**config.mk**
```make
export PLATFORM = sky130hd
export DESIGN_NAME = bus_router
export DESIGN_NICKNAME = d
export VERILOG_FILES = /design/src/logic/router_pkg.sv /design/src/logic/router_decode.sv /design/src/logic/router_arbiter.sv /design/src/logic/router_response.sv /design/src/logic/bus_router.sv
export SDC_FILE = /design/constraint.sdc
export NUM_CORES = 1
export LEC_CHECK = 0
export BUFFER_PORTS_ARGS = -buffer_cell sky130_fd_sc_hd__buf_2
export CAP_MARGIN = 20
export CORE_AREA = 5 5 157 159
export DETAILED_ROUTE_END_ITERATION = 10
export DIE_AREA = 0 0 162 164
export PLACE_DENSITY = 0.73
export SETUP_SLACK_MARGIN = 0.5
export SLEW_MARGIN = 25
export SYNTH_ARGS = -nofsm -noshare
export SYNTH_HDL_FRONTEND = slang
export SYNTH_SLANG_ARGS = --single-unit
```
**constraint.sdc**
```tcl
create_clock -name clk -period 9.35 [get_ports clk]
set_input_delay 1.87 -clock clk [delete_from_list [all_inputs] [get_ports clk]]
set_output_delay 1.87 -clock clk [all_outputs]
set_load 0.02 [all_outputs]
```
**src/logic/router_pkg.sv**
```systemverilog
package router_pkg;

    //////////////////////////////////////////////////
    // Bus widths
    //////////////////////////////////////////////////

    localparam int DATA_W    = 32;
    localparam int ADDR_W    = 16;
    localparam int WBEN_W    = 4;
    localparam int RAM_IDX_W = 12;
    localparam int REG_IDX_W = 3;

    // Target selected by address bits 15:14
    // Code 11 also lands on the register bank, the decoder folds it to REG
    typedef enum logic [1:0] {
        REGION_INST = 2'b00,
        REGION_DATA = 2'b01,
        REGION_REG  = 2'b10
    } region_t;

    // Transfer size as the core drives it, anything else counts as a word
    typedef enum logic [2:0] {
        SIZE_BYTE = 3'b000,
        SIZE_HALF = 3'b001,
        SIZE_WORD = 3'b010
    } size_t;

    //////////////////////////////////////////////////
    // Address word, memory view and register view
    //////////////////////////////////////////////////

    typedef union packed {
        struct packed {
            region_t                     region;
            logic [RAM_IDX_W-1:0]        index;
            logic [1:0]                  offset;
        } mem;
        struct packed {
            region_t                     region;
            logic [ADDR_W-REG_IDX_W-5:0] unused;
            logic [REG_IDX_W-1:0]        index;
            logic [1:0]                  offset;
        } regs;
    } bus_addr_u;

endpackage

```
**src/logic/router_decode.sv**
```systemverilog
`timescale 1ns/1ps

module router_decode import router_pkg::*; (
    input  bus_addr_u            addr,
    input  size_t                size,
    output region_t              region,
    output logic [RAM_IDX_W-1:0] index,
    output logic [WBEN_W-1:0]    wben
);

    logic [1:0] offset;

    // Both codes with the top bit set go to the register bank
    assign region = addr.mem.region[1] ? REGION_REG : addr.mem.region;

    // Byte offset sits in bits 1:0 in both views
    assign offset = addr.mem.offset;

    //////////////////////////////////////////////////
    // Index in the matching view
    //////////////////////////////////////////////////

    always_comb begin
        if (region == REGION_REG) begin
            // Register index sits in bits 4:2
            index = RAM_IDX_W'(addr.regs.index);
        end else begin
            index = addr.mem.index;
        end
    end

    //////////////////////////////////////////////////
    // Byte lane enables
    //////////////////////////////////////////////////

    always_comb begin
        case (size)
            SIZE_BYTE: begin
                case (offset)
                    2'b00:   wben = 4'b0001;
                    2'b01:   wben = 4'b0010;
                    2'b10:   wben = 4'b0100;
                    default: wben = 4'b1000;
                endcase
            end
            SIZE_HALF: begin
                // Halfword uses bit 1 only, bit 0 is ignored
                if (offset[1]) begin
                    wben = 4'b1100;
                end else begin
                    wben = 4'b0011;
                end
            end
            default: begin
                // Word and any unknown size
                wben = 4'b1111;
            end
        endcase
    end

endmodule

```
**src/logic/router_arbiter.sv**
```systemverilog
`timescale 1ns/1ps

module router_arbiter import router_pkg::*; (
    input  logic                 clk,
    input  logic                 reset,

    // Decoded master requests
    input  logic                 imem_valid,
    input  logic                 dmem_valid,
    input  logic                 imem_write,
    input  logic                 dmem_write,
    input  region_t              imem_region,
    input  region_t              dmem_region,
    input  logic [RAM_IDX_W-1:0] imem_index,
    input  logic [RAM_IDX_W-1:0] dmem_index,
    input  logic [WBEN_W-1:0]    imem_wben,
    input  logic [WBEN_W-1:0]    dmem_wben,
    input  logic [DATA_W-1:0]    imem_wdata,
    input  logic [DATA_W-1:0]    dmem_wdata,
    input  logic                 imem_done,
    input  logic                 dmem_done,

    // Instruction RAM
    output logic                 inst_valid,
    output logic                 inst_rwn,
    output logic [RAM_IDX_W-1:0] inst_addr,
    output logic [DATA_W-1:0]    inst_wdata,
    output logic [WBEN_W-1:0]    inst_wben,

    // Data RAM
    output logic                 data_valid,
    output logic                 data_rwn,
    output logic [RAM_IDX_W-1:0] data_addr,
    output logic [DATA_W-1:0]    data_wdata,
    output logic [WBEN_W-1:0]    data_wben,

    // Peripheral registers
    output logic                 reg_valid,
    output logic                 reg_rwn,
    output logic [REG_IDX_W-1:0] reg_addr,
    output logic [DATA_W-1:0]    reg_wdata,
    output logic [WBEN_W-1:0]    reg_wben,

    // To the response stage
    output logic                 imem_issue,
    output logic                 dmem_issue,
    output region_t              imem_issued_region,
    output region_t              dmem_issued_region
);

    // Target bit order: 0 instruction RAM, 1 data RAM, 2 registers
    logic       imem_busy;
    logic       dmem_busy;
    logic       imem_req;
    logic       dmem_req;
    logic [2:0] imem_want;
    logic [2:0] dmem_want;
    logic [2:0] conflict;
    logic [2:0] imem_win;
    logic [2:0] dmem_win;
    logic [2:0] favour_dmem;

    //////////////////////////////////////////////////
    // Per target round robin
    //////////////////////////////////////////////////

    // A master in flight is not looked at again until its ready
    assign imem_req = imem_valid & ~imem_busy;
    assign dmem_req = dmem_valid & ~dmem_busy;

    assign imem_want[0] = imem_req & (imem_region == REGION_INST);
    assign imem_want[1] = imem_req & (imem_region == REGION_DATA);
    assign imem_want[2] = imem_req & imem_region[1];

    assign dmem_want[0] = dmem_req & (dmem_region == REGION_INST);
    assign dmem_want[1] = dmem_req & (dmem_region == REGION_DATA);
    assign dmem_want[2] = dmem_req & dmem_region[1];

    // At most one bit can be set, each master asks for one target
    assign conflict = imem_want & dmem_want;
    assign imem_win = imem_want & ~(conflict & favour_dmem);
    assign dmem_win = dmem_want & ~(conflict & ~favour_dmem);

    always_ff @(posedge clk) begin
        if (reset) begin
            // Instruction RAM favours imem, data RAM and registers favour dmem
            favour_dmem <= 3'b110;
            imem_busy   <= 1'b0;
            dmem_busy   <= 1'b0;
            imem_issue  <= 1'b0;
            dmem_issue  <= 1'b0;
        end else begin
            favour_dmem <= favour_dmem ^ conflict;
            imem_issue  <= |imem_win;
            dmem_issue  <= |dmem_win;

            if (|imem_win) begin
                imem_busy <= 1'b1;
            end else if (imem_done) begin
                imem_busy <= 1'b0;
            end

            if (|dmem_win) begin
                dmem_busy <= 1'b1;
            end else if (dmem_done) begin
                dmem_busy <= 1'b0;
            end
        end
    end

    always_ff @(posedge clk) begin
        if (|imem_win) begin
            imem_issued_region <= imem_region;
        end
        if (|dmem_win) begin
            dmem_issued_region <= dmem_region;
        end
    end

    //////////////////////////////////////////////////
    // Target command registers
    //////////////////////////////////////////////////

    // Valid only in the cycle after an issue
    always_ff @(posedge clk) begin
        if (reset) begin
            inst_valid <= 1'b0;
            data_valid <= 1'b0;
            reg_valid  <= 1'b0;
        end else begin
            inst_valid <= imem_win[0] | dmem_win[0];
            data_valid <= imem_win[1] | dmem_win[1];
            reg_valid  <= imem_win[2] | dmem_win[2];
        end
    end

    // Command held from the last issue
    always_ff @(posedge clk) begin
        if (imem_win[0] | dmem_win[0]) begin
            inst_rwn   <= dmem_win[0] ? ~dmem_write : ~imem_write;
            inst_addr  <= dmem_win[0] ? dmem_index  : imem_index;
            inst_wdata <= dmem_win[0] ? dmem_wdata  : imem_wdata;
            inst_wben  <= dmem_win[0] ? dmem_wben   : imem_wben;
        end

        if (imem_win[1] | dmem_win[1]) begin
            data_rwn   <= dmem_win[1] ? ~dmem_write : ~imem_write;
            data_addr  <= dmem_win[1] ? dmem_index  : imem_index;
            data_wdata <= dmem_win[1] ? dmem_wdata  : imem_wdata;
            data_wben  <= dmem_win[1] ? dmem_wben   : imem_wben;
        end

        // Register bank takes only the low index bits
        if (imem_win[2] | dmem_win[2]) begin
            reg_rwn   <= dmem_win[2] ? ~dmem_write : ~imem_write;
            reg_addr  <= dmem_win[2] ? dmem_index[REG_IDX_W-1:0]
                                     : imem_index[REG_IDX_W-1:0];
            reg_wdata <= dmem_win[2] ? dmem_wdata  : imem_wdata;
            reg_wben  <= dmem_win[2] ? dmem_wben   : imem_wben;
        end
    end

endmodule

```
**src/logic/router_response.sv**
```systemverilog
`timescale 1ns/1ps

module router_response import router_pkg::*; (
    input  logic              clk,
    input  logic              reset,

    // Issue strobes from the arbiter
    input  logic              imem_issue,
    input  logic              dmem_issue,
    input  region_t           imem_issued_region,
    input  region_t           dmem_issued_region,

    // Combinational read data from the targets
    input  logic [DATA_W-1:0] inst_rdata,
    input  logic [DATA_W-1:0] data_rdata,
    input  logic [DATA_W-1:0] reg_rdata,

    // Back to the masters
    output logic              imem_ready,
    output logic              dmem_ready,
    output logic [DATA_W-1:0] imem_rdata,
    output logic [DATA_W-1:0] dmem_rdata
);

    logic [DATA_W-1:0] imem_sel_rdata;
    logic [DATA_W-1:0] dmem_sel_rdata;

    // Read data of the target a master was issued to
    function automatic logic [DATA_W-1:0] pick_rdata(
        input region_t           region,
        input logic [DATA_W-1:0] inst,
        input logic [DATA_W-1:0] data,
        input logic [DATA_W-1:0] regs
    );
        logic [DATA_W-1:0] result;
        if (region[1]) begin
            result = regs;
        end else if (region == REGION_DATA) begin
            result = data;
        end else begin
            result = inst;
        end
        return result;
    endfunction

    assign imem_sel_rdata = pick_rdata(imem_issued_region, inst_rdata, data_rdata, reg_rdata);
    assign dmem_sel_rdata = pick_rdata(dmem_issued_region, inst_rdata, data_rdata, reg_rdata);

    //////////////////////////////////////////////////
    // Ready pulse one cycle after the issue
    //////////////////////////////////////////////////

    always_ff @(posedge clk) begin
        if (reset) begin
            imem_ready <= 1'b0;
            dmem_ready <= 1'b0;
        end else begin
            imem_ready <= imem_issue;
            dmem_ready <= dmem_issue;
        end
    end

    // Writes capture too, the master ignores it
    always_ff @(posedge clk) begin
        if (imem_issue) begin
            imem_rdata <= imem_sel_rdata;
        end
        if (dmem_issue) begin
            dmem_rdata <= dmem_sel_rdata;
        end
    end

endmodule

```
**src/logic/bus_router.sv**
```systemverilog
`timescale 1ns/1ps

module bus_router import router_pkg::*; (
    input  logic                 clk,
    input  logic                 reset,

    // Instruction fetch master
    input  logic                 imem_valid,
    input  logic [ADDR_W-1:0]    imem_addr,
    input  logic                 imem_write,
    input  size_t                imem_size,
    input  logic [DATA_W-1:0]    imem_wdata,
    output logic                 imem_ready,
    output logic [DATA_W-1:0]    imem_rdata,

    // Load/store master
    input  logic                 dmem_valid,
    input  logic [ADDR_W-1:0]    dmem_addr,
    input  logic                 dmem_write,
    input  size_t                dmem_size,
    input  logic [DATA_W-1:0]    dmem_wdata,
    output logic                 dmem_ready,
    output logic [DATA_W-1:0]    dmem_rdata,

    // Instruction RAM
    output logic                 inst_valid,
    output logic                 inst_rwn,
    output logic [RAM_IDX_W-1:0] inst_addr,
    output logic [DATA_W-1:0]    inst_wdata,
    output logic [WBEN_W-1:0]    inst_wben,
    input  logic [DATA_W-1:0]    inst_rdata,

    // Data RAM
    output logic                 data_valid,
    output logic                 data_rwn,
    output logic [RAM_IDX_W-1:0] data_addr,
    output logic [DATA_W-1:0]    data_wdata,
    output logic [WBEN_W-1:0]    data_wben,
    input  logic [DATA_W-1:0]    data_rdata,

    // Peripheral registers
    output logic                 reg_valid,
    output logic                 reg_rwn,
    output logic [REG_IDX_W-1:0] reg_addr,
    output logic [DATA_W-1:0]    reg_wdata,
    output logic [WBEN_W-1:0]    reg_wben,
    input  logic [DATA_W-1:0]    reg_rdata
);

    region_t              imem_region;
    region_t              dmem_region;
    logic [RAM_IDX_W-1:0] imem_index;
    logic [RAM_IDX_W-1:0] dmem_index;
    logic [WBEN_W-1:0]    imem_wben;
    logic [WBEN_W-1:0]    dmem_wben;
    logic                 imem_issue;
    logic                 dmem_issue;
    region_t              imem_issued_region;
    region_t              dmem_issued_region;

    //////////////////////////////////////////////////
    // Address decode, one per master
    //////////////////////////////////////////////////

    router_decode u_imem_decode (
        .addr   (imem_addr),
        .size   (imem_size),
        .region (imem_region),
        .index  (imem_index),
        .wben   (imem_wben)
    );

    router_decode u_dmem_decode (
        .addr   (dmem_addr),
        .size   (dmem_size),
        .region (dmem_region),
        .index  (dmem_index),
        .wben   (dmem_wben)
    );

    //////////////////////////////////////////////////
    // Arbitration and response
    //////////////////////////////////////////////////

    router_arbiter u_arbiter (.*, .imem_done(imem_ready), .dmem_done(dmem_ready));

    router_response u_response (.*);

endmodule

```
# Word level (Yosys, flattened, before mapping)
# Index checks and enable logic that the tools add are counted.
[word_totals]
regBits = 218
output_inout_bits = 207
elab_cells = 102
[op_classes]
eq_ne = 12
n_mux = 30
bitwise = 24
reduce_logical = 10
[ops]
columns = ["cell", "count"]
rows = [
  ["$mux 32", 7],
  ["$mux 12", 4],
  ["$pmux 4 s3", 2],
  ["$mux 4", 5],
  ["$pmux 4 s2", 2],
  ["$and 3x3->3", 5],
  ["$eq 2x1->1 const B", 6],
  ["$not 3->3", 3],
  ["$and 1x1->1", 8],
  ["$eq 2x2->1 const B", 4],
  ["$logic_not 2->1", 4],
  ["$mux 1", 7],
  ["$eq 3x1->1 const B", 2],
  ["$logic_not 3->1", 2],
  ["$reduce_or 3->1", 2],
  ["$mux 2", 2],
  ["$not 1->1", 4],
  ["$reduce_bool 2->1", 2],
  ["$mux 3", 1],
  ["$or 1x1->1", 3],
  ["$xor 3x3->3", 1],
]

# Longest topological paths before layout
# Gate-level depths: netlist (run 1).
[logic_depth]
ltp_word = 9
mapped_depth = 8
ltp_nobuf = 7

# Modules after synthesis
# Synthesis (run 1) repeated with hierarchy kept, for this count alone.
[hier_totals]
hier_cells = 683
hier_area_um2 = 10211.0
[by_module_without_submodules]
columns = ["mod", "n_inst", "cells_per_inst", "area_each_um2"]
rows = [
  ["router_arbiter", 1, 357, 6545.0],
  ["router_response", 1, 282, 3400.8],
  ["router_decode", 2, 22, 132.6],
]

# Least setup slack after synthesis (run 1)
# Ideal clock, no wire load.
[synth_timing]
path_kind = "in2reg"
startpoint = "input imem_addr[15]"
endpoint = "register u_arbiter.inst_addr[0], enable pin"
setup_ns = 0.590
arrival_time_ns = 4.011
required_ns = 8.760
setup_slack_ns = 4.749
path_stages = 8
cell_sequence = "nor3b_1 -> nand2_1 -> nor3_1 -> ha_1 -> nor2_1 -> nand2_2 -> buf_2 -> nand2_1"
[synth_between]
elab_chain_cells = 8
[synth_rtl]
columns = ["item", "line", "source"]
rows = [
  ["start, declared", "bus_router.sv:9", "input logic [ADDR_W-1:0] imem_addr,"],
  ["$mux 2 *", "router_decode.sv:14", "assign region = addr.mem.region[1] ? REGION_REG : addr.mem.region;"],
  ["$logic_not 2->1 *", "router_arbiter.sv:71", "assign imem_want[0] = imem_req & (imem_region == REGION_INST);"],
  ["$and 1x1->1 *", "router_arbiter.sv:71", ""],
  ["$and 3x3->3", "router_arbiter.sv:80", "assign conflict = imem_want & dmem_want;"],
  ["$and 3x3->3 (on tied branches)", "router_arbiter.sv:81, router_arbiter.sv:82", ""],
  ["$not 3->3 (on tied branches)", "router_arbiter.sv:81, router_arbiter.sv:82", ""],
  ["$and 3x3->3 (on tied branches)", "router_arbiter.sv:81, router_arbiter.sv:82", ""],
  ["$or 1x1->1 *", "router_arbiter.sv:139", "if (imem_win[0] | dmem_win[0]) begin"],
  ["end signal, assigned", "router_arbiter.sv:141", "inst_addr <= dmem_win[0] ? dmem_index : imem_index;"],
  ["end, declared", "router_arbiter.sv:26", "output logic [RAM_IDX_W-1:0] inst_addr,"],
]
# Every way passes the cells marked *; elsewhere a longest branch is shown, timed or not.
# A chain may end at the register's enable or synchronous reset.

# Worst setup path in the final report (run 1)
[layout_timing]
startpoint = "input dmem_addr[15]"
endpoint = "register u_arbiter.data_wdata[16], enable pin"
[layout_between]
elab_chain_cells = 8
[layout_rtl]
columns = ["item", "line", "source"]
rows = [
  ["start, declared", "bus_router.sv:18", "input logic [ADDR_W-1:0] dmem_addr,"],
  ["$mux 2 *", "router_decode.sv:14", ""],
  ["$eq 2x1->1 *", "router_arbiter.sv:76", "assign dmem_want[1] = dmem_req & (dmem_region == REGION_DATA);"],
  ["$and 1x1->1 *", "router_arbiter.sv:76", ""],
  ["$and 3x3->3", "router_arbiter.sv:80", ""],
  ["$and 3x3->3 (on tied branches)", "router_arbiter.sv:81, router_arbiter.sv:82", ""],
  ["$not 3->3 (on tied branches)", "router_arbiter.sv:81, router_arbiter.sv:82", ""],
  ["$and 3x3->3 (on tied branches)", "router_arbiter.sv:81, router_arbiter.sv:82", ""],
  ["$or 1x1->1 *", "router_arbiter.sv:146", "if (imem_win[1] | dmem_win[1]) begin"],
  ["end signal, assigned", "router_arbiter.sv:149", "data_wdata <= dmem_win[1] ? dmem_wdata : imem_wdata;"],
  ["end, declared", "router_arbiter.sv:34", "output logic [DATA_W-1:0] data_wdata,"],
]
# Marked as above.

==> metrics.cfg, run 1 <==
[clock_network]
cts_tree = yes
ctsHoldBuffers = 0
numCtsBuffers = 23
cts_resized = 0
clk_pin_slew_worst_paths_ns = 0.06
cts.sinks = 218
cts_root_buffer = clkbuf_16
post_cts_buffers = 0
clockBufferDepth = 3
clock_latency_ns = 0.50
htreeDepth = 1

[power_and_ir_drop]
p_comb_share_pct = 14.6
p_leak_nw = 5.54
p_int_w = 0.00178
pwr-share-clk_pct = 36.4
ir_worst_vdd_mv = 0.160
p_seq_share_pct = 49.1
switching_share_pct = 25.0
power.density_mw_per_mm2 = 184
p_switching_w = 0.000592

[global_route]
grt_overflow = 0
grt_pass1_vias = 7230
grt_max_degree = 65
antenna_found_initial = 7
grt_first_pass_wirelength_um = 41300
globalRouteTotalUtil_pct = 20.0

[die]
die_h_um = 164
chipWidth_um = 162
start_util_pct = 42.9
fp.coreArea_mm2 = 0.0231
dieArea_mm2 = 0.0266
rows = 56
io-pin-count = 411

[placed_design]
port_buffers = 410
placed_cell_area_mm2 = 0.0122
gp_congestion = 0.830
placed_cells = 1347
dp_hpwl_um = 20700

[critical_path]
ff2ff_setup_slack_ns = 6.12
endpoint = u_arbiter.data_wdata[16]
r2r-start = u_arbiter.dmem_busy
crit_type = in -> reg
cp_cell_sequence = buf_2 -> nor3b_4 -> nand2_1 -> nor2_1 -> ha_1 -> nand3b_4 -> nand2_2 -> buf_4
cp_num_buf_inv = 2
worstPathArrival_ns = 4.56
slowest_stage = nand3b_4
cp_slowest_stage_delay_ns = 0.74
crit_cells = 8
rr_worst_depth = 7
startpoint = dmem_addr[15]
worst_r2r_endpoint = u_arbiter.data_wdata[16]
required_ns = 9.48
cp-start-kind = input port
worst-path-max-fanout = 51
endpoint_kind = flip-flop
critPathTopFamily = simple AND/OR/NAND/NOR gates

[yosys]
syn_area_mm2 = 0.00992
yosysMostFrequentCell = edfxtp_1
async_reset_ff_share_pct = 0
syn_nets = 887
synthTopCellsByCount = 206 x edfxtp_1, 90 x mux2i_1, 80 x nand2_1
ys_seq_area_share_pct = 64.8
synthFlopType = edfxtp_1
syn_avg_cell_area_um2 = 14.7
ys_warn_count = 0
synth_cell_type_count = 26
synth_edf_count = 206
synth_seq_cells = 218
synthTopCellsByArea = edfxtp_1 62%, mux2i_1 9.1%, mux2_2 8.7%, mux2_1 4.2%, o21ai_0 3.5%
postSynthCellCount = 677
yosysTopAreaCell = edfxtp_1
synth_top_area_share_pct = 62.3

[sta]
timing_max_transition_violations_final = 0
setup_viol = 0
rsz0062_at_grt = false
setup-tns-final_ns = 0
finalHoldViolations = 0
fmax_ghz = 0.226
layout_min_cycle_time_ns = 4.42
tightest_slew_ns = 0.871
skew_ns = 0.0115
fin_crit_sh_pct = 47.3
relSlewSlack_pct = 41.9

[finish]
area_growth_pct = 29.9
final_core_util_pct = 55.8
design_area_mm2 = 0.0129
fin_cells = 1388
drive_gt1_share_pct = 48.8
nNetsFinal = 1292

[routing]
avgRoutedWirePerCell_um = 20.4
drt-pass1-iter-count = 5
ant_nets = 0
routed_via_density = 5.12
via_count = 7109
highest_layer = met5
drt_first_iter_violations = 385
wl_met3_um = 3040
drc = 0
routed-wl-met2_um = 14000
finalWirelength_um = 28300
met1_length_um = 10600

[flow_run]
maxCapViolCount = 0

[run_status]
status = complete, no violations

[min_path]
holdPathStages = 1
hp-class = reg -> reg

sequential cells by signal, summed over array words and instances (netlist names), 4 cells and up:
| name | count |
|---|---|
| u_arbiter.inst_addr | 12 |
| u_arbiter.data_wben | 4 |
| u_arbiter.inst_wdata | 32 |
| u_response.dmem_rdata | 32 |
| u_arbiter.data_addr | 12 |
| u_arbiter.reg_wdata | 32 |
| u_arbiter.inst_wben | 4 |
| u_arbiter.reg_wben | 4 |
| u_arbiter.data_wdata | 32 |
| u_response.imem_rdata | 32 |
cells in the final DEF, fill, tap and decap left out, types with 3 or more instances in the layout:
cell / count
a21oi_1: 6
buf_2: 410
buf_4: 10
clkbuf_1: 3
clkbuf_16: 23
clkinv_1: 5
clkinv_2: 5
dfxtp_1: 12
edfxtp_1: 206
ha_1: 6
inv_1: 8
mux2_1: 37
mux2_2: 77
mux2i_1: 90
nand2_1: 77
nand2_2: 3
nand2b_1: 15
nor2_1: 10
nor2b_1: 7
nor3_1: 3
o21ai_0: 70
how the worst min path moves through the flow:
stage	startpoint	to	slack, ns
final	u_arbiter.dmem_issue	u_response.dmem_ready	0.47
after global routing	u_arbiter.dmem_issue	u_response.dmem_ready	0.50
after CTS	u_arbiter.dmem_issue	u_response.dmem_ready	0.48
after detailed placement	u_arbiter.dmem_issue	u_response.dmem_ready	0.46
after global placement	u_arbiter.dmem_issue	u_response.dmem_ready	0.45
after floorplan	u_arbiter.imem_busy	u_arbiter.imem_busy	0.48
power by group through the flow:
stage / combinational [W] / sequential [W] / clock (W)
floorplan: 0.000132 / 0.00125 / 0
global placement: 0.000342 / 0.00119 / 0
detailed placement: 0.000348 / 0.00118 / 0
CTS: 0.000350 / 0.00117 / 0.000880
global route: 0.000374 / 0.00117 / 0.000927
finish: 0.000346 / 0.00116 / 0.000863
metrics by stage:
stage	hold slack (ns)	total power (W)	worst slack [ns]
after floorplan	0.479	0.00139	4.75
after global placement	0.448	0.00153	4.44
after detailed placement	0.462	0.00153	4.37
after CTS	0.476	0.00239	4.90
after global routing	0.498	0.00247	4.77
final	0.467	0.00237	4.93
cell families after synthesis:
family          after synthesis  share of synthesized area (%)
compound gates               79                           4.05
fa+ha+maj                     6                          0.756
buf+inv                      48                           2.69
flops                       218                           64.8
mux                         204                           22.0
simple gates                122                           5.75
routing by layer:
layer	vias to the layer above	GRT usage (%)
met5	-	0
met4	8	4.23
met3	46	7.05
met2	352	35.1
met1	3356	24.0
li1	3347	-
area by class of cell:
type | instances | area, µm²
Antenna cell | 2 | 5.00
Tap cell | 290 | 363
Multi-Input combinational cell | 411 | 3240
Inverter | 8 | 30.0
Sequential cell | 218 | 6430
Fill cell | 1902 | 10200
Clock inverter | 13 | 113
Clock buffer | 26 | 587
Timing Repair Buffer | 420 | 2130
(Power assumes the default switching activity.)
==> run 2: changes to the inputs <==
ABC_AREA = 1   (was default)
CORE_AREA = 5 5 155 157   (was 5 5 157 159)
DIE_AREA = 0 0 160 162   (was 0 0 162 164)
PLACE_DENSITY = 0.76   (was 0.73)
clock period = 4.6 ns   (was 9.35 ns; I/O delays follow)
==> run 2 against run 1 <==
  * Core utilization up 2.4 points
  * Worst hold slack better by 0.043 ns
  * Sequential share of layout area down 0.45 points
  * Final cell count up 19%
  * Setup slack worse by 3.4 ns
  * Critical path depth up 2
  * Combinational power up 140%
  * Register-to-register slack worse by 4.4 ns
  * Clock skew up 0.0035 ns
  * Routed wire length up 12%
  * Non-clock buffer count unchanged
  * Critical endpoint is now u_arbiter.data_addr[1]
  * Largest cell class unchanged
==> metrics.cfg, run 2 <==
[run_status]
status = complete, no violations

[clock_network]
clock_latency_ns = 0.51
numCtsBuffers = 24
post_cts_buffers = 0
htreeDepth = 1
cts_root_buffer = clkbuf_16
clk_pin_slew_worst_paths_ns = 0.06
cts_tree = yes
cts_resized = 0
cts.sinks = 218
clockBufferDepth = 3
ctsHoldBuffers = 0

[yosys]
synth_adder_area_share_pct = 0.741
syn_area_mm2 = 0.0101
postSynthCellCount = 958
synth_edf_count = 206
synthTopCellsByArea = edfxtp_1 61%, nand2_1 8.4%, o21ai_0 6.8%, inv_1 5.0%, o211ai_1 4.7%
synthTopCellsByCount = 226 x nand2_1, 206 x edfxtp_1, 138 x o21ai_0
synth_xor_area_share_pct = 0
synthSimpleGateAreaFrac_pct = 10.1
ys_seq_area_share_pct = 63.4
yosysTopAreaCell = edfxtp_1
synth_top_area_share_pct = 61.0
synthMuxAreaShare_pct = 0
async_reset_ff_share_pct = 0
synth_cell_type_count = 26
synthFlopType = edfxtp_1
syn_nets = 1168
yosysMostFrequentCell = nand2_1
synth_top_family_by_area = compound AO/OA/AOI/OAI gates
synth-compound-area-share_pct = 16.7
ys_warn_count = 0
syn_avg_cell_area_um2 = 10.6
synth_seq_cells = 218

[global_route]
globalRouteTotalUtil_pct = 23.2
grt_first_pass_wirelength_um = 47800
grt_pass1_vias = 8576
grt_overflow = 0
grt_max_degree = 83
antenna_found_initial = 6

[placed_design]
port_buffers = 410
dp_hpwl_um = 23400
gp_congestion = 0.894

[die]
dieArea_mm2 = 0.0259
start_util_pct = 45.3
io-pin-count = 411
die_h_um = 162
chipWidth_um = 160
fp.coreArea_mm2 = 0.0224
rows = 55

[routing]
ant_nets = 0
avgRoutedWirePerCell_um = 19.2
drc = 0
routed_via_density = 5.23
drt-pass1-iter-count = 5
drt_first_iter_violations = 809
via_count = 8621
finalWirelength_um = 31700

[min_path]
hold-path-endpoint = u_arbiter.imem_busy
hp-class = reg -> reg
hp-start = u_response.imem_ready
holdPathStages = 3

[sta]
timing_max_transition_violations_final = 0
fin_crit_sh_pct = 66.6
setup_viol = 0
fmax_ghz = 0.326
finalHoldViolations = 0
setup-tns-final_ns = 0
relSlewSlack_pct = 34.6
rsz0062_at_grt = false
holdWs_ns = 0.510
layout_min_cycle_time_ns = 3.07
skew_ns = 0.0150
tightest_slew_ns = 0.981

[finish]
layout_commonest_cell = buf_2
area_growth_pct = 28.4
fillers = 1863
nNetsFinal = 1556
drive_gt1_share_pct = 37.0
final_cell_mix = 410 x buf_2, 223 x nand2_1, 206 x edfxtp_1

[power_and_ir_drop]
p_int_w = 0.00372
p_switching_w = 0.00139
power.density_mw_per_mm2 = 393
ir_worst_vdd_mv = 0.330
switching_share_pct = 27.2
p_comb_share_pct = 16.3
pwr-share-clk_pct = 36.6
p_seq_share_pct = 47.1
p_leak_nw = 5.93

[critical_path]
worstPathArrival_ns = 3.29
startpoint = imem_valid
r2r-start = u_arbiter.imem_busy
required_ns = 4.83
endpoint_kind = flip-flop
rr_worst_depth = 8
cp-start-kind = input port
crit_type = in -> reg
worst_r2r_endpoint = u_arbiter.data_addr[1]
worst-path-max-fanout = 61
ff2ff_setup_slack_ns = 1.73

[flow_run]
maxCapViolCount = 0

-- run 2: changes by cell type in the layout (fill, tap and decap cells not counted), moves of 64 or more --
cell      previous run  this run
o211ai_1             0        64
o21ai_0             70       138
inv_1                8       134
nand2_1             77       223
mux2_2              77         0
mux2i_1             90         0
-- run 2: per-layer routing --
metal | wire length [µm] | part of all wire (%) | GRT usage (%)
met5 | 21 | 0.066 | 0
met4 | 1060 | 3.3 | 7.78
met3 | 3420 | 11 | 7.87
met2 | 16000 | 50 | 41.4
met1 | 11200 | 35 | 26.2
-- run 2: stage by stage --
step / power [W] / utilization [%] / area, µm² / setup WS [ns] / std cells
after detailed placement: 0.00328 / 54.8 / 12200 / 1.02 / 1605
after global routing: 0.00532 / 58.2 / 13000 / 1.17 / 1648
after global placement: 0.00326 / 54.8 / 12200 / 1.06 / 1605
after CTS: 0.00514 / 58.1 / 13000 / 1.55 / 1646
after floorplan: 0.00295 / - / 10100 / 1.08 / 958
final: 0.00511 / 58.2 / 13000 / 1.53 / 1649
-- run 2: power by group through the flow --
stage	Combinational (W)	Sequential (W)	Clock, W
CTS	0.000837	0.00241	0.00190
detailed placement	0.000835	0.00245	0
global route	0.000913	0.00242	0.00199
global placement	0.000816	0.00245	0
floorplan	0.000335	0.00262	0
finish	0.000834	0.00241	0.00187
-- run 2: cell families (layout without fill, tap and decap cells) --
group / count (synthesis) / count (layout)
compound gates: 277 / 277
other cells: 0 / 3
buf+inv: 195 / 598
fa+ha+maj: 6 / 6
flops: 218 / 218
simple gates: 262 / 262
-- run 2: how the worst max path moves through the flow --
stage / slack, ns / cells past startpoint / end
after global placement: 1.06 / 10 / u_arbiter.data_addr[7]
after global routing: 1.17 / 10 / u_arbiter.dmem_busy
after floorplan: 1.08 / 10 / u_arbiter.data_addr[0]
final: 1.53 / 10 / u_arbiter.data_addr[1]
after detailed placement: 1.02 / 10 / u_arbiter.data_addr[1]
after CTS: 1.55 / 10 / u_arbiter.data_wdata[25]
-- run 2: layout make-up --
class | count | area (µm²) | share of cell area (%)
diodes | 3 | 7.51 | 0.0577
clock buffers | 28 | 637 | 4.89
clock inverters | 13 | 115 | 0.885
inverters | 137 | 514 | 3.95
multi-input cells | 545 | 2830 | 21.7
flip-flops and latches | 218 | 6430 | 49.4
well taps | 285 | 357 | 2.74
repair buffers | 420 | 2130 | 16.3
-- run 2: critical path, cell delays in order --
cell and delay (ns):
buf_2 0.09, inv_1 0.03, nor2_1 0.22, inv_1 0.11, nor4_1 0.33, ha_1 0.22
inv_1 0.06, nand3_4 0.38, buf_4 0.72, o21ai_1 0.15
==> run 3: changes to the inputs <==
clock period = 3.21 ns   (was 4.6 ns; I/O delays follow)
==> run 3 against run 2 <==
  * Sequential power up 44%
  * Highest routed layer unchanged
  * Via count up 0.26%
  * Setup slack worse by 0.73 ns
  * Count of clock-buffer cells in the layout up 5
  * Final cell count up 0.18%
  * Core utilization down 0.15 points
  * Largest cell class unchanged
==> metrics.cfg, run 3 (same netlist as run 2, synthesis figures left out) <==
[sta]
finalHoldViolations = 0
setup_viol = 0
layout_min_cycle_time_ns = 2.41
skew_ns = 0.0171
setup-tns-final_ns = 0
fmax_ghz = 0.415
rsz0062_at_grt = false
tightest_slew_ns = 0.987
timing_max_transition_violations_final = 0
relSlewSlack_pct = 34.2
fin_crit_sh_pct = 75.1

[finish]
final_cell_mix = 410 x buf_2, 223 x nand2_1, 206 x edfxtp_1
fin_cells = 1652
layout_commonest_cell = buf_2
design_area_mm2 = 0.0130
final_core_util_pct = 58.0
nNetsFinal = 1556
area_growth_pct = 28.0
drive_gt1_share_pct = 36.6

[power_and_ir_drop]
p_int_w = 0.00510
pwr-share-clk_pct = 34.1
power.density_mw_per_mm2 = 544
p_seq_share_pct = 49.0
power.total_w = 0.00706
p_comb_share_pct = 16.9
p_switching_w = 0.00196
p_leak_nw = 5.91
ir_worst_vdd_mv = 0.398
switching_share_pct = 27.8

[critical_path]
required_ns = 3.28
worst-path-max-fanout = 49
cp-start-kind = flip-flop
r2r-start = u_arbiter.imem_busy
worstPathArrival_ns = 2.48
crit_type = reg -> reg
endpoint_kind = flip-flop
worst_r2r_endpoint = u_arbiter.inst_addr[9]
ff2ff_setup_slack_ns = 0.80
rr_worst_depth = 7

[clock_network]
cts_root_buffer = clkbuf_16
numCtsBuffers = 23
clock_latency_ns = 0.52
cts.sinks = 218
clockBufferDepth = 3
ctsHoldBuffers = 0
clk_pin_slew_worst_paths_ns = 0.06
htreeDepth = 1
post_cts_buffers = 0
cts_tree = yes
cts_resized = 0

[placed_design]
placed_cell_area_mm2 = 0.0123
dp_hpwl_um = 23000
port_buffers = 410
placed_cells = 1606
gp_congestion = 0.877

[global_route]
grt_overflow = 0
grt_use_met1_pct = 25.7
antenna_found_initial = 6
grt_max_degree = 101
use_met3_pct = 8.75
grt_first_pass_wirelength_um = 47400
grt_pass1_vias = 8467
busiest_layer = met2
globalRouteTotalUtil_pct = 23.1
globalRouteMet2Util_pct = 41.0

[run_status]
status = complete, no violations

[flow_run]
maxCapViolCount = 0

[routing]
drt_first_iter_violations = 698
drt-pass1-iter-count = 5
ant_nets = 0
routed_via_density = 5.23
via_count = 8643
drc = 0
finalWirelength_um = 31500
avgRoutedWirePerCell_um = 19.1

[die]
io-pin-count = 411
rows = 55
dieArea_mm2 = 0.0259
fp.coreArea_mm2 = 0.0224
chipWidth_um = 160
start_util_pct = 45.3
die_h_um = 162

[min_path]
hp-start = dmem_addr[15]
holdPathStages = 1
hold-path-endpoint = u_arbiter.dmem_issued_region[1]
hp-class = in -> reg

[run 3: worst max path at each step]
stage | from | slack [ns] | endpoint | depth (start not counted)
after global routing | u_arbiter.imem_busy | 0.55 | u_arbiter.inst_addr[9] | 7
after floorplan | dmem_addr[15] | 0.59 | u_arbiter.reg_addr[0] | 8
after CTS | u_arbiter.imem_busy | 0.82 | u_arbiter.inst_addr[1] | 7
final | u_arbiter.imem_busy | 0.80 | u_arbiter.inst_addr[9] | 7
after global placement | imem_valid | 0.48 | u_arbiter.inst_wdata[16] | 9
after detailed placement | imem_valid | 0.38 | u_arbiter.inst_wdata[16] | 9
[run 3: metrics by stage]
stage / hold slack [ns] / worst slack, ns
3_3_place_gp: 0.466 / 0.484
6_report: 0.383 / 0.800
2_1_floorplan: 0.508 / 0.594
5_1_grt: 0.382 / 0.554
3_5_place_dp: 0.461 / 0.382
4_1_cts: 0.366 / 0.819
[run 3: area by class of cell]
type | count | area (µm²)
clock inverters | 8 | 50.0
well taps | 285 | 357
multi-input cells | 545 | 2830
inverters | 137 | 514
flip-flops and latches | 218 | 6430
diodes | 5 | 12.5
fillers | 1905 | 9390
repair buffers | 421 | 2170
clock buffers | 33 | 613
[run 3: per-layer routing]
layer / vias up / wire length, µm
li1: 4081 / -
met1: 3971 / 10900
met2: 516 / 15900
met3: 69 / 3740
met4: 6 / 925
met5: - / 33
[run 3: critical path: stages (launching register included)]
cell and delay [ns]:
dfxtp_1 0.31, nor2_1 0.22, inv_1 0.10, nor4_1 0.37, ha_1 0.22, inv_1 0.04, nand3_1 0.20, nand2_4 0.45
[run 3: power by group through the flow]
stage / clock, W / sequential, W / combinational [W]
6_report: 0.00241 / 0.00346 / 0.00120
5_1_grt: 0.00258 / 0.00347 / 0.00131
4_1_cts: 0.00244 / 0.00346 / 0.00120
3_5_place_dp: 0 / 0.00351 / 0.00120
3_3_place_gp: 0 / 0.00351 / 0.00117
2_1_floorplan: 0 / 0.00375 / 0.000484
